File: src/noc_settings.svh
`ifndef NOC_SETTINGS_SVH
`define NOC_SETTINGS_SVH

// number of input ports competing for the output link, fixed by the one-hot grant state
`define NOC_PORTS 5

`define FLIT_W 32      // flit payload width

// packet length, also the width of the packet timer count
`define LEN_W 12

`define FLIT_ID_W 3    // flit type field

`endif

File: src/nocPkg.sv
`default_nettype none

`include "noc_settings.svh"

package nocPkg;

  // one-hot allocator state, bit 0 is idle and bit p+1 belongs to input port p
  typedef enum logic [`NOC_PORTS:0] {
    gIdle  = 6'b000001,
    gLocal = 6'b000010,
    gNorth = 6'b000100,
    gEast  = 6'b001000,
    gWest  = 6'b010000,
    gSouth = 6'b100000
  } grantT;

  // flit type carried alongside every flit
  typedef enum logic [`FLIT_ID_W-1:0] {
    fidNone = 3'd0,
    fidHead = 3'd1,   // only a header reloads the packet timer
    fidBody = 3'd2,
    fidTail = 3'd3
  } flitIdT;

endpackage

`default_nettype wire

File: src/nocLinkIf.sv
`timescale 1ns/1ps
`default_nettype none

`include "noc_settings.svh"

interface nocLinkIf import nocPkg::*; ();

  logic              req;     // plain level, no handshake
  flitIdT            flitId;
  logic [`LEN_W-1:0] length;
  logic [`FLIT_W-1:0] flit;

  modport drive (output req, output flitId, output length, output flit);

  modport arb (input req, input flitId, input length);

  // the selector also forwards the flit type onto the output link
  modport sel (input req, input flitId, input flit);

endinterface

`default_nettype wire

File: src/packetTimer.sv
`timescale 1ns/1ps
`default_nettype none

`include "noc_settings.svh"

module packetTimer import nocPkg::*; (
  input  logic              clk,
  input  logic              rst,
  input  flitIdT            flitId,
  input  logic [`LEN_W-1:0] length,
  input  logic              run,
  output logic              timesUp
);

  logic [`LEN_W-1:0] limit;
  logic [`LEN_W-1:0] count;

  always_ff @(posedge clk)
  begin
    if (rst)
    begin
      limit <= '0;
      count <= '0;
    end
    else
    begin
      // a header reloads the limit even when this port is not granted
      if (flitId == fidHead)
        limit <= length;
      if (run)
        count <= count + 1'b1;
      else
        count <= '0;   // back to zero whenever the port does not hold the link
    end
  end

  assign timesUp = (count == limit);

endmodule

`default_nettype wire

File: src/outputArbiter.sv
`timescale 1ns/1ps
`default_nettype none

`include "noc_settings.svh"

module outputArbiter import nocPkg::*; (
  input  logic  clk,
  input  logic  rst,
  nocLinkIf.arb lnk [`NOC_PORTS],
  output grantT grant
);

  logic [`NOC_PORTS-1:0] reqV;
  logic [`NOC_PORTS-1:0] run;
  logic [`NOC_PORTS-1:0] timesUp;
  grantT                 nextGrant;
  int                    cur;

  // first requesting port among span ports, starting at port first and wrapping round
  function automatic grantT pickFrom(
    input logic [`NOC_PORTS-1:0] reqs,
    input int                    first,
    input int                    span
  );
    grantT pick;
    int    idx;
    pick = gIdle;
    // walk backwards so the earliest port in the order is the one left standing
    for (int k = span - 1; k >= 0; k--)
    begin
      idx = first + k;
      if (idx >= `NOC_PORTS)
        idx = idx - `NOC_PORTS;
      if (reqs[idx])
        pick = grantT'({{`NOC_PORTS{1'b0}}, 1'b1} << (idx + 1));
    end
    return pick;
  endfunction

  genvar i;
  generate
    for (i = 0; i < `NOC_PORTS; i++)
    begin : gPort
      assign reqV[i] = lnk[i].req;

      packetTimer timer (
        .clk     (clk),
        .rst     (rst),
        .flitId  (lnk[i].flitId),
        .length  (lnk[i].length),
        .run     (run[i]),
        .timesUp (timesUp[i])
      );
    end
  endgenerate

  always_ff @(posedge clk)
  begin
    if (rst)
      grant <= gIdle;
    else
      grant <= nextGrant;
  end

  always_comb
  begin
    nextGrant = gIdle;
    run = '0;
    cur = 0;
    // port index of the current owner, meaningful only in a port state
    for (int p = 0; p < `NOC_PORTS; p++)
    begin
      if (grant[p + 1])
        cur = p;
    end
    case (grant)
      gIdle:
        begin
          nextGrant = pickFrom(reqV, 0, `NOC_PORTS);   // fixed order L, N, E, W, S
        end
      gLocal, gNorth, gEast, gWest, gSouth:
        begin
          if (reqV[cur] && !timesUp[cur])
          begin
            run[cur] = 1'b1;
            nextGrant = grant;
          end
          else
          begin
            // owner is left out, so a lone requester falls through idle first
            nextGrant = pickFrom(reqV, cur + 1, `NOC_PORTS - 1);
          end
        end
      default:
        begin
          nextGrant = gIdle;
        end
    endcase
  end

endmodule

`default_nettype wire

File: src/flitSelector.sv
`timescale 1ns/1ps
`default_nettype none

`include "noc_settings.svh"

module flitSelector import nocPkg::*; (
  input  logic               clk,
  input  logic               rst,
  nocLinkIf.sel              lnk [`NOC_PORTS],
  input  grantT              grant,
  output logic               outValid,
  output logic [`FLIT_W-1:0] outFlit,
  output flitIdT             outFlitId
);

  logic [`NOC_PORTS-1:0] reqV;
  logic [`FLIT_W-1:0]    flitV [`NOC_PORTS];
  flitIdT                idV [`NOC_PORTS];
  logic                  selValid;
  logic [`FLIT_W-1:0]    selFlit;
  flitIdT                selId;

  genvar i;
  generate
    for (i = 0; i < `NOC_PORTS; i++)
    begin : gPort
      assign reqV[i]  = lnk[i].req;
      assign flitV[i] = lnk[i].flit;
      assign idV[i]   = lnk[i].flitId;
    end
  endgenerate

  // one-hot mux, idle selects nothing and yields an empty flit
  always_comb
  begin
    selValid = 1'b0;
    selFlit = '0;
    selId = fidNone;
    for (int p = 0; p < `NOC_PORTS; p++)
    begin
      if (grant[p + 1])
      begin
        selValid = reqV[p];
        selFlit = flitV[p];
        selId = idV[p];
      end
    end
  end

  always_ff @(posedge clk)
  begin
    if (rst)
      outValid <= 1'b0;
    else
      outValid <= selValid;
  end

  always_ff @(posedge clk)
  begin
    outFlit <= selFlit;
    outFlitId <= selId;   // payload follows the grant one cycle later
  end

endmodule

`default_nettype wire

File: src/routerOutputPort.sv
`timescale 1ns/1ps
`default_nettype none

`include "noc_settings.svh"

module routerOutputPort import nocPkg::*; (
  input  logic               clk,
  input  logic               rst,
  input  logic [`NOC_PORTS-1:0] req,
  input  flitIdT             flitId [`NOC_PORTS],
  input  logic [`LEN_W-1:0]  length [`NOC_PORTS],
  input  logic [`FLIT_W-1:0] flit [`NOC_PORTS],
  output grantT              grant,
  output logic               outValid,
  output logic [`FLIT_W-1:0] outFlit,
  output flitIdT             outFlitId
);

  // one link per input port, index order L, N, E, W, S
  nocLinkIf link [`NOC_PORTS] ();

  genvar i;
  generate
    for (i = 0; i < `NOC_PORTS; i++)
    begin : gLink
      assign link[i].req    = req[i];
      assign link[i].flitId = flitId[i];
      assign link[i].length = length[i];
      assign link[i].flit   = flit[i];
    end
  endgenerate

  outputArbiter arbiter (
    .clk   (clk),
    .rst   (rst),
    .lnk   (link),
    .grant (grant)
  );

  // grant feeds the selector directly, so the output trails it by one cycle
  flitSelector selector (
    .clk       (clk),
    .rst       (rst),
    .lnk       (link),
    .grant     (grant),
    .outValid  (outValid),
    .outFlit   (outFlit),
    .outFlitId (outFlitId)
  );

endmodule

`default_nettype wire

File: config.mk
export PLATFORM = sky130hd
export DESIGN_NAME = routerOutputPort
export DESIGN_NICKNAME = d
export VERILOG_FILES = /design/src/nocPkg.sv /design/src/nocLinkIf.sv /design/src/packetTimer.sv /design/src/outputArbiter.sv /design/src/flitSelector.sv /design/src/routerOutputPort.sv
export VERILOG_INCLUDE_DIRS = /design/src
export SDC_FILE = /design/constraint.sdc
export NUM_CORES = 1
export LEC_CHECK = 0
export BUFFER_PORTS_ARGS = -buffer_cell sky130_fd_sc_hd__buf_2
export CORE_UTILIZATION = 50
export CTS_CLUSTER_DIAMETER = 50
export CTS_CLUSTER_SIZE = 16
export DETAILED_ROUTE_END_ITERATION = 16
export GPL_TIMING_DRIVEN = 1
export PLACE_DENSITY = 0.84
export REMOVE_ABC_BUFFERS = 1
export SYNTH_ARGS = -nofsm -noshare
export SYNTH_HDL_FRONTEND = slang
export SYNTH_SLANG_ARGS = --single-unit
File: constraint.sdc
create_clock -name clk -period 11.7 [get_ports clk]
set_clock_uncertainty 0.15 [all_clocks]
set_input_delay 1.17 -clock clk [delete_from_list [all_inputs] [get_ports clk]]
set_output_delay 1.17 -clock clk [all_outputs]
set_load 0.1 [all_outputs]
==> results of run 1 <==
## through the flow
step,std cells,worst slack (ns)
detailed placement,1542,6.50
floorplan,1023,5.05
CTS,1574,6.49
finish,1582,6.40
global placement,1542,6.68
global route,1581,5.99
## Yosys cell counts (all sizes together), types with 19 or more instances
| cell | count |
|---|---|
| dfxtp | 162 |
| nor2 | 159 |
| a21oi | 82 |
| mux2i | 63 |
| xnor2 | 61 |
| nand2 | 57 |
| clkbuf | 56 |
| xor2 | 53 |
| nor4 | 50 |
| o21ai | 46 |
| a22oi | 35 |
| nand3 | 33 |
| buf | 22 |
| and3 | 21 |
| nor3 | 20 |
| and2 | 19 |
## where the power goes
part           leakage (nW)  internal [mW]  switching (mW)
combinational          3.20          0.294           0.732
clock                 0.286          0.314           0.244
sequential             1.32          0.599          0.0267
## registers in the layout, indices dropped and copies added (netlist names)
| name | count |
|---|---|
| selector.outFlitId | 3 |
| selector.outFlit | 32 |
| arbiter.gPort.timer.count | 60 |
| arbiter.gPort.timer.limit | 60 |
| selector.outValid | 1 |
| arbiter.grant | 6 |
## area by class of cell
class,instances,area [um2]
antenna,8,20.0
clock buffer,20,467
clock inverter,12,119
fill,1491,6290
inverter,18,67.6
multi-input combinational,843,5470
sequential,162,3250
tap,225,282
timing repair buffer,294,1500
## cells in the final DEF, fill, tap and decap left out, types with 8 or more instances in the layout
cell type,count
buf_2,282
nor2_1,159
dfxtp_1,158
a21oi_1,82
mux2i_1,63
xnor2_1,61
nand2_1,57
xor2_1,53
nor4_1,48
o21ai_0,43
a22oi_1,35
nand3_1,33
and3_1,21
nor3_1,19
and2_1,19
nand4_1,18
clkbuf_16,17
inv_1,15
ha_1,14
buf_4,12
diode_2,8
nand3b_1,8
## worst max path at each step
stage,startpoint,end,slack [ns],cells after the start
floorplan,arbiter.grant[3],arbiter.grant[3],5.05,13
CTS,arbiter.grant[2],arbiter.grant[3],6.49,13
finish,arbiter.grant[2],arbiter.grant[3],6.40,13
global placement,arbiter.grant[2],arbiter.grant[3],6.68,13
detailed placement,arbiter.grant[2],arbiter.grant[3],6.50,13
global route,arbiter.grant[2],arbiter.grant[3],5.99,13
## kinds of logic after synthesis
family / synth area share [%]
buf+inv: 4.10
other cells: 0.0414
mux: 7.21
compound gates: 15.1
flops: 35.8
xor+xnor: 11.0
simple gates: 24.8
fa+ha+maj: 1.94
## worst max-delay path, stage by stage, from the launching register on
cell	delay [ns]
dfxtp_2	0.32
nor2b_1	0.71
nor2_1	0.29
nor2_1	0.30
ha_1	0.67
inv_1	0.24
ha_1	0.44
nor4bb_1	0.54
a21oi_1	0.08
nor3_1	0.38
o32ai_1	0.19
a2bb2oi_1	0.21
a2111oi_0	0.46
o221a_1	0.25
## routing by layer
layer / up-vias / share of wire (%)
li1: 4395 / -
met2: 387 / 49
met1: 4199 / 41
met4: 0 / 3.0
met5: - / 0
met3: 59 / 7.6
==> results.md, run 1 <==
* Worst Hold End: arbiter.gPort[1].timer.count[0]
* Post-synth EDFFs at 0
* Pins Over Slew Limit at 0
* Sink Count at 162
* Vias at approximately 9000
* DP Wirelength at just over 20000 um
* Startpoint types: flop
* Seq cells post-synth at approximately 160
* Reg clk slew, reported paths at 0.07 ns
* Synth top area share at 35.8%
* Initial DRC count at approximately 760
* Pre-antenna DRT Iters at 5
* Syn-to-layout area delta at 23.5%
* Asr flop ratio synth at 0%
* Initial antenna violation count at 8
* CTS tree: done
* Clk Latency, worst-skew pair at approximately 0.44 ns
* ANT nets after route at 0
* Gp weighted congestion at 0.964
* Core ar. at 17500 um2
* Starting Density at around half
* Final instance area at 11200 um2
* Tmin final at 5.30 ns
* Worst Hold Class: flop to flop
* FF-to-FF path depth at 13
* Hold slack at between 0.3 and 0.4 ns
* Post-Syn Instances at 1099
* Synthesized cell area at 9050 um2
* Reg2reg start: arbiter.grant[2]
* I/O Buffers at 283
* GR Layer Usage met3 at between 8 and 9%
* Mapped Avg Cell Area at 8.24 um2
* Final period util at 45.3%
* Total CTS buffers at 17
* Syn. warnings at 0
* Largest cells by area after synthesis: dfxtp_1 36%, mux2i_1 7.0%, nor2_1 6.6%
* Pwr/cell area at 198 nW/um2
* Max-cap violations at 0
* Post-CTS sizing at 0
* Overall Power at 2.21 mW
* Number of global-route vias before repair at 8310
* Layout cells sized above 1 at a little over a quarter
* Status: finished clean
* Residual DRC at 0
* Measured slew at the worst slew-check pin at 1.36 ns
* Die height at 137 um
* Std cell rows at 48
* Crit. End Element: flop
* Die area at 18600 um2
* CP Class: flop to flop
* Worst r2r dst: arbiter.grant[3]
* Via/cell ratio at between 5 and 6
* CP Data Required Time at 11.93 ns
* Static Leak at 4.80 nW
* Maximum number of pins on one net before global-route repair at 86
* Critical Path AT at about 5.5 ns
* # hold bufs at CTS at 0
* RSZ-0062 raised after global routing: false
* Gr usage total at 30.1%
* Hold path depth at 1
* Top fanout value on the critical path at 27
* Fin util at 64.0%
* H-Tree Depth at 4
* Synth area leader: dfxtp_1
* Grt met1 use at a little under two fifths
* Register area share after synthesis at 35.8%
* Yosys cell types at 78
* Root Driver: clkbuf_16
* Die Span X at 137 um
* Avg WL per Cell at 17.8 um
* Global-route wire length before repair at 43100 um
* Setup violators final at 0
* Global route hottest layer: met2
* Most used DFF post-synth: dfxtp_1
* Hold Fails Final Rpt at 0
* Register-to-register setup slack at 6.40 ns
* Slew HR at 8.76%
* Max Clk Rate at 189 MHz
* Setup Buffers After CTS at 0
* Congestion Overflow GR at 0
* Peak VDD IR at around 0.21 mV
* DRT Wirelength at 28200 um
* Met2 Usage GRT at between 40% and 50%
* Post-DP Area at 10600 um2
* Setup TNS at 0 ns
* Hold_sp: arbiter.gPort[1].timer.count[0]
* # IOs at roughly 280
* # nets final at between 1500 and 2000
* Clock Tree Buf Depth at 2
(Power assumes the default switching activity.)
==> run 2: changes to the inputs <==
==> constraint.sdc (replaced) <==
create_clock -name clk -period 5.2 [get_ports clk]
set_clock_uncertainty 0.15 [all_clocks]
set_input_delay 0.52 -clock clk [delete_from_list [all_inputs] [get_ports clk]]
set_output_delay 0.52 -clock clk [all_outputs]
set_load 0.1 [all_outputs]
==> run 2 against run 1 <==
Effect of this change: core utilization increased by 0.43 points; clock power increased by 130%; highest routed layer unchanged; power increased by 130%; first-iteration DRC count decreased by 5.0%; critical path depth unchanged; flip-flop and latch count unchanged; die area unchanged; critical endpoint unchanged; non-clock buffer count increased by 6.
==> results.md, run 2 (synthesis gave the netlist of run 1 again) <==
* Root Driver: clkbuf_16
* Setup Buffers After CTS at 0
* Die height at roughly 140 um
* Max Clk Rate at around 240 MHz
* Pwr/cell area at 448 nW/um2
* Vias at ~9000
* Maximum number of pins on one net before global-route repair at 93
* Peak VDD IR at 0.391 mV
* Pins Over Slew Limit at 0
* Starting Density at 51.8%
* Global route hottest layer: met2
* I/O Buffers at ~280
* Slew HR at 17.6%
* Congestion Overflow GR at 0
* DP Wirelength at approximately 20000 um
* Crit. End Element: flop
* Grt met1 use at between 30% and 40%
* Startpoint types: flop
* Setup violators final at 0
* Initial antenna violation count at 4
* Final instance area at 11300 um2
* DRT Wirelength at 28100 um
* Via/cell ratio at 5.71
* Status: finished clean
* CP Data Required Time at 5.43 ns
* Gp weighted congestion at about 0.97
* Final period util at 79.7%
* Top fanout value on the critical path at 27
* Avg WL per Cell at 17.7 um
* Hold Fails Final Rpt at 0
* Most common cell after layout, fill and taps aside: buf_2
* ANT nets after route at 0
* RSZ-0062 raised after global routing: false
* Post-DP Area at 10600 um2
* # hold bufs at CTS at 0
* Clock Tree Buf Depth at 2
* Fillers at ~1500
* Clk Latency, worst-skew pair at 0.44 ns
* Sequential share of power at 28.1%
* Max-cap violations at 0
* Std cell rows at 48
* Measured slew at the worst slew-check pin at 1.23 ns
* GR Layer Usage met3 at roughly 6.1%
* Sink Count at about 160
* # nets final at around 1600
* Gate power share at 45.8%
* Initial DRC count at 717
* Reg clk slew, reported paths at 0.07 ns
* Met2 Usage GRT at 51.2%
* Internal power at 2.76 mW
* Core ar. at 17500 um2
* Post-CTS sizing at 0
* H-Tree Depth at 4
* Syn-to-layout area delta at 24.4%
* Layout cells sized above 1 at between 20% and 30%
* Net Sw Power at 2.28 mW
* Hold slack at 0.133 ns
* Tmin final at 4.15 ns
* Gr usage total at 29.9%
* Die Span X at 137 um
* CTS tree: done
* Worst Hold Class: input pin to flop
* Largest regs: arbiter.gPort.timer.count x60, arbiter.gPort.timer.limit x60, selector.outFlit x32
* Number of global-route vias before repair at ~8400
* Most frequent cells in the layout: 282 x buf_2, 159 x nor2_1, 158 x dfxtp_1
* Die area at between 15000 and 20000 um2
* Critical Path AT at 4.37 ns
* Switching Fraction at a little under half
* Pre-antenna DRT Iters at 5
* Global-route wire length before repair at 42800 um
* CP Class: flop to flop
* Total CTS buffers at 17
* Clock group share of total power at 26.0%
* Overall Power at 5.05 mW
* Residual DRC at 0
* # IOs at approximately 280
* Static Leak at 4.85 nW
run 2: worst max-delay path, cell delays in order (launching register included):
cell and delay (ns):
dfxtp_2 0.68, nor2b_1 0.12, nor2_1 0.16, nor2_1 0.10
ha_1 0.35, inv_1 0.16, ha_1 0.34, nor4bb_1 0.53
a21oi_1 0.08, nor3_1 0.32, o32ai_1 0.18, a2bb2oi_1 0.19
a2111oi_0 0.46, o221a_1 0.25
run 2: through the flow:
stage	instances	util, %	TNS, ns	setup WS, ns
6_report	1585	64.4	0	1.05
5_1_grt	1584	64.4	0	0.719
4_1_cts	1580	64.3	0	1.14
3_5_place_dp	1548	60.8	0	1.16
3_3_place_gp	1548	60.8	0	1.25
2_1_floorplan	1023	-	-45.27	-1.45
run 2: final timing paths:
check | start | end | slack (ns) | cells past startpoint
worst max register to register | arbiter.grant[3] | arbiter.grant[3] | 1.05 | 13
worst min register to register | arbiter.gPort[1].timer.count[0] | arbiter.gPort[1].timer.count[0] | 0.35 | 1
worst min-delay path | flit[30] | selector.outFlit[30] | 0.13 | 3
worst max-delay path | arbiter.grant[3] | arbiter.grant[3] | 1.05 | 13
run 2: final cells by class:
class                   instances  area (um2)  area share, %
flip-flops and latches        162        3250           28.9
clock buffers                  17         425           3.78
clock inverters                15         185           1.65
inverters                      18        67.6          0.600
diodes                          5        12.5          0.111
multi-input cells             843        5470           48.6
well taps                     225         282           2.50
repair buffers                300        1560           13.8
run 2: power by group through the flow:
stage | Clock, mW | Sequential, mW | Combinational (mW)
6_report | 1.31 | 1.42 | 2.31
3_3_place_gp | 0 | 1.44 | 2.27
4_1_cts | 1.34 | 1.42 | 2.29
5_1_grt | 1.39 | 1.43 | 2.49
2_1_floorplan | 0 | 2.06 | 1.08
3_5_place_dp | 0 | 1.45 | 2.27
run 2: metal layers:
layer	wire length, um	share of wire, %
met2	13900	50
met5	0	0
met3	2040	7.3
met4	901	3.2
met1	11200	40
==> run 3: changes to the inputs <==
==> constraint.sdc (replaced) <==
create_clock -name clk -period 4.05 [get_ports clk]
set_clock_uncertainty 0.15 [all_clocks]
set_input_delay 0.405 -clock clk [delete_from_list [all_inputs] [get_ports clk]]
set_output_delay 0.405 -clock clk [all_outputs]
set_load 0.1 [all_outputs]
==> run 3 against run 2 <==
Effect of this change: wire length down 1.3%; cell count increased by 0.50%; highest routed layer unchanged; power rose by 28%; via count is 1.1% higher; cell area is 0.36% higher; setup slack got worse by 0.63 ns; worst hold slack worse by 0.12 ns; count of clock-buffer cells in the layout is the same; global-route usage barely moved; first-iteration DRC count rose by 8.9%.
==> results.md, run 3 (synthesis gave the netlist of run 1 again) <==
* Setup violators final at 0
* Largest regs: arbiter.gPort.timer.count x60, arbiter.gPort.timer.limit x60, selector.outFlit x32
* Worst Setup Slack, final at 0.427 ns
* Core ar. at 17500 um2
* Gp weighted congestion at 1.02
* Most common cell after layout, fill and taps aside: buf_2
* ANT nets after route at 0
* Worst Hold Class: input pin to flop
* Top fanout value on the critical path at 11
* Die height at 137 um
* Status: finished clean
* Via/cell ratio at 5.74
* Gr usage total at 29.9%
* Fillers at approximately 1500
* Crit path launch: arbiter.grant[3]
* H-Tree Depth at 4
* Startpoint types: flop
* Critical Path AT at 3.79 ns
* Initial antenna violation count at 4
* Pins Over Slew Limit at 0
* Measured slew at the worst slew-check pin at 1.23 ns
* Most frequent cells in the layout: 282 x buf_2, 159 x nor2_1, 158 x dfxtp_1
* # nets final at 1607
* Pre-antenna DRT Iters at 7
* Placed Cells at approximately 1600
* Die area at 18600 um2
* Global-route wire length before repair at 43300 um
* Static Leak at about 5 nW
* RSZ-0062 raised after global routing: false
* Avg WL per Cell at ~17 um
* Vias at ~9000
* Post-DP Area at 10700 um2
* Starting Density at 51.8%
* Overall Power at 6.46 mW
* Setup TNS at 0 ns
* I/O Buffers at 283
* Non-Filler Instances at 1593
* CTS tree: done
* Die Span X at 137 um
* Tmin final at 3.62 ns
* Reg clk slew, reported paths at around 0.070 ns
* Hold_sp: flit[23]
* Number of global-route vias before repair at 8643
* Slew HR at approximately 17%
* Clk Latency, worst-skew pair at 0.43 ns
* Congestion Overflow GR at 0
* # IOs at 284
* CP Class: flop to flop
* Max Clk Rate at 276 MHz
* Final instance area at 11300 um2
* Syn-to-layout area delta at 24.8%
* Final period util at 89.4%
* Maximum number of pins on one net before global-route repair at 97
* Pwr/cell area at 572 nW/um2
* Sink Count at 162
* Initial DRC count at 781
* Max-cap violations at 0
* Crit. End Element: flop
* # hold bufs at CTS at 0
* Total CTS buffers at 17
* Residual DRC at 0
* Std cell rows at 48
* Root Driver: clkbuf_16
* Layout cells sized above 1 at 27.0%
* CP Data Required Time at 4.22 ns
* Reg2reg start: arbiter.grant[3]
* Clock Tree Buf Depth at 2
* Peak VDD IR at 0.639 mV
* DRT Wirelength at 27700 um
* Fin util at 64.6%
* DP Wirelength at 20600 um
* Hold slack at roughly 0.017 ns
* Hold Fails Final Rpt at 0
* Pre-CTS WS at 0.324 ns
run 3: cell types whose count changed in the layout (fill, tap and decap cells not counted):
cell / change
clkinvlp_4: +3
clkinv_4: +1
nor3_2: +1
nor4bb_2: +1
nor3_1: -1
diode_2: -1
nor4bb_1: -1
clkinv_2: +1
inv_8: -3
bufinv_16: -1
inv_6: -1
buf_4: +9
run 3: final timing paths:
kind	end	slack (ns)	cells after the start
max reg2reg	arbiter.grant[1]	0.43	14
min	selector.outFlit[23]	0.02	3
min reg2reg	arbiter.gPort[1].timer.count[0]	0.34	1
max	arbiter.grant[1]	0.43	14
run 3: layer usage:
metal,global-route usage [%],wire (um)
met5,0,0
met4,14.9,1060
met2,50.5,13600
met3,6.59,1910
met1,35.5,11200
run 3: area by class of cell:
class / count / area, um2 / share of cell area, %
Multi-Input combinational cell: 843 / 5480 / 48.5
Sequential cell: 162 / 3250 / 28.8
Timing Repair Buffer: 309 / 1630 / 14.4
Clock buffer: 17 / 425 / 3.77
Tap cell: 225 / 282 / 2.49
Clock inverter: 15 / 149 / 1.32
Inverter: 18 / 67.6 / 0.598
Antenna cell: 4 / 10.0 / 0.0886
run 3: worst max-delay path, stage by stage, from the launching register on:
cell and delay [ns]:
dfxtp_2 0.48, nor2b_1 0.10, nor2_1 0.13, nor2_1 0.10, ha_1 0.31, inv_1 0.06, ha_1 0.38, nor2b_1 0.24
xnor2_1 0.17, o21ai_1 0.08, buf_4 0.19, o32ai_1 0.46, a21oi_1 0.15, a31o_2 0.28, a211o_1 0.24
run 3: what timing repair did:
item	4_1_cts	5_1_grt
gates resized for setup	0	2
endpoints found under the hold margin	0	0
buffers inserted	0	0
setup endpoints to repair	0	3
run 3: power breakdown:
part	total, mW	internal (mW)	switching (mW)
registers	1.80	1.73	0.0733
logic	3.06	0.923	2.14
clock network	1.59	0.863	0.726
total	6.46	3.52	2.94
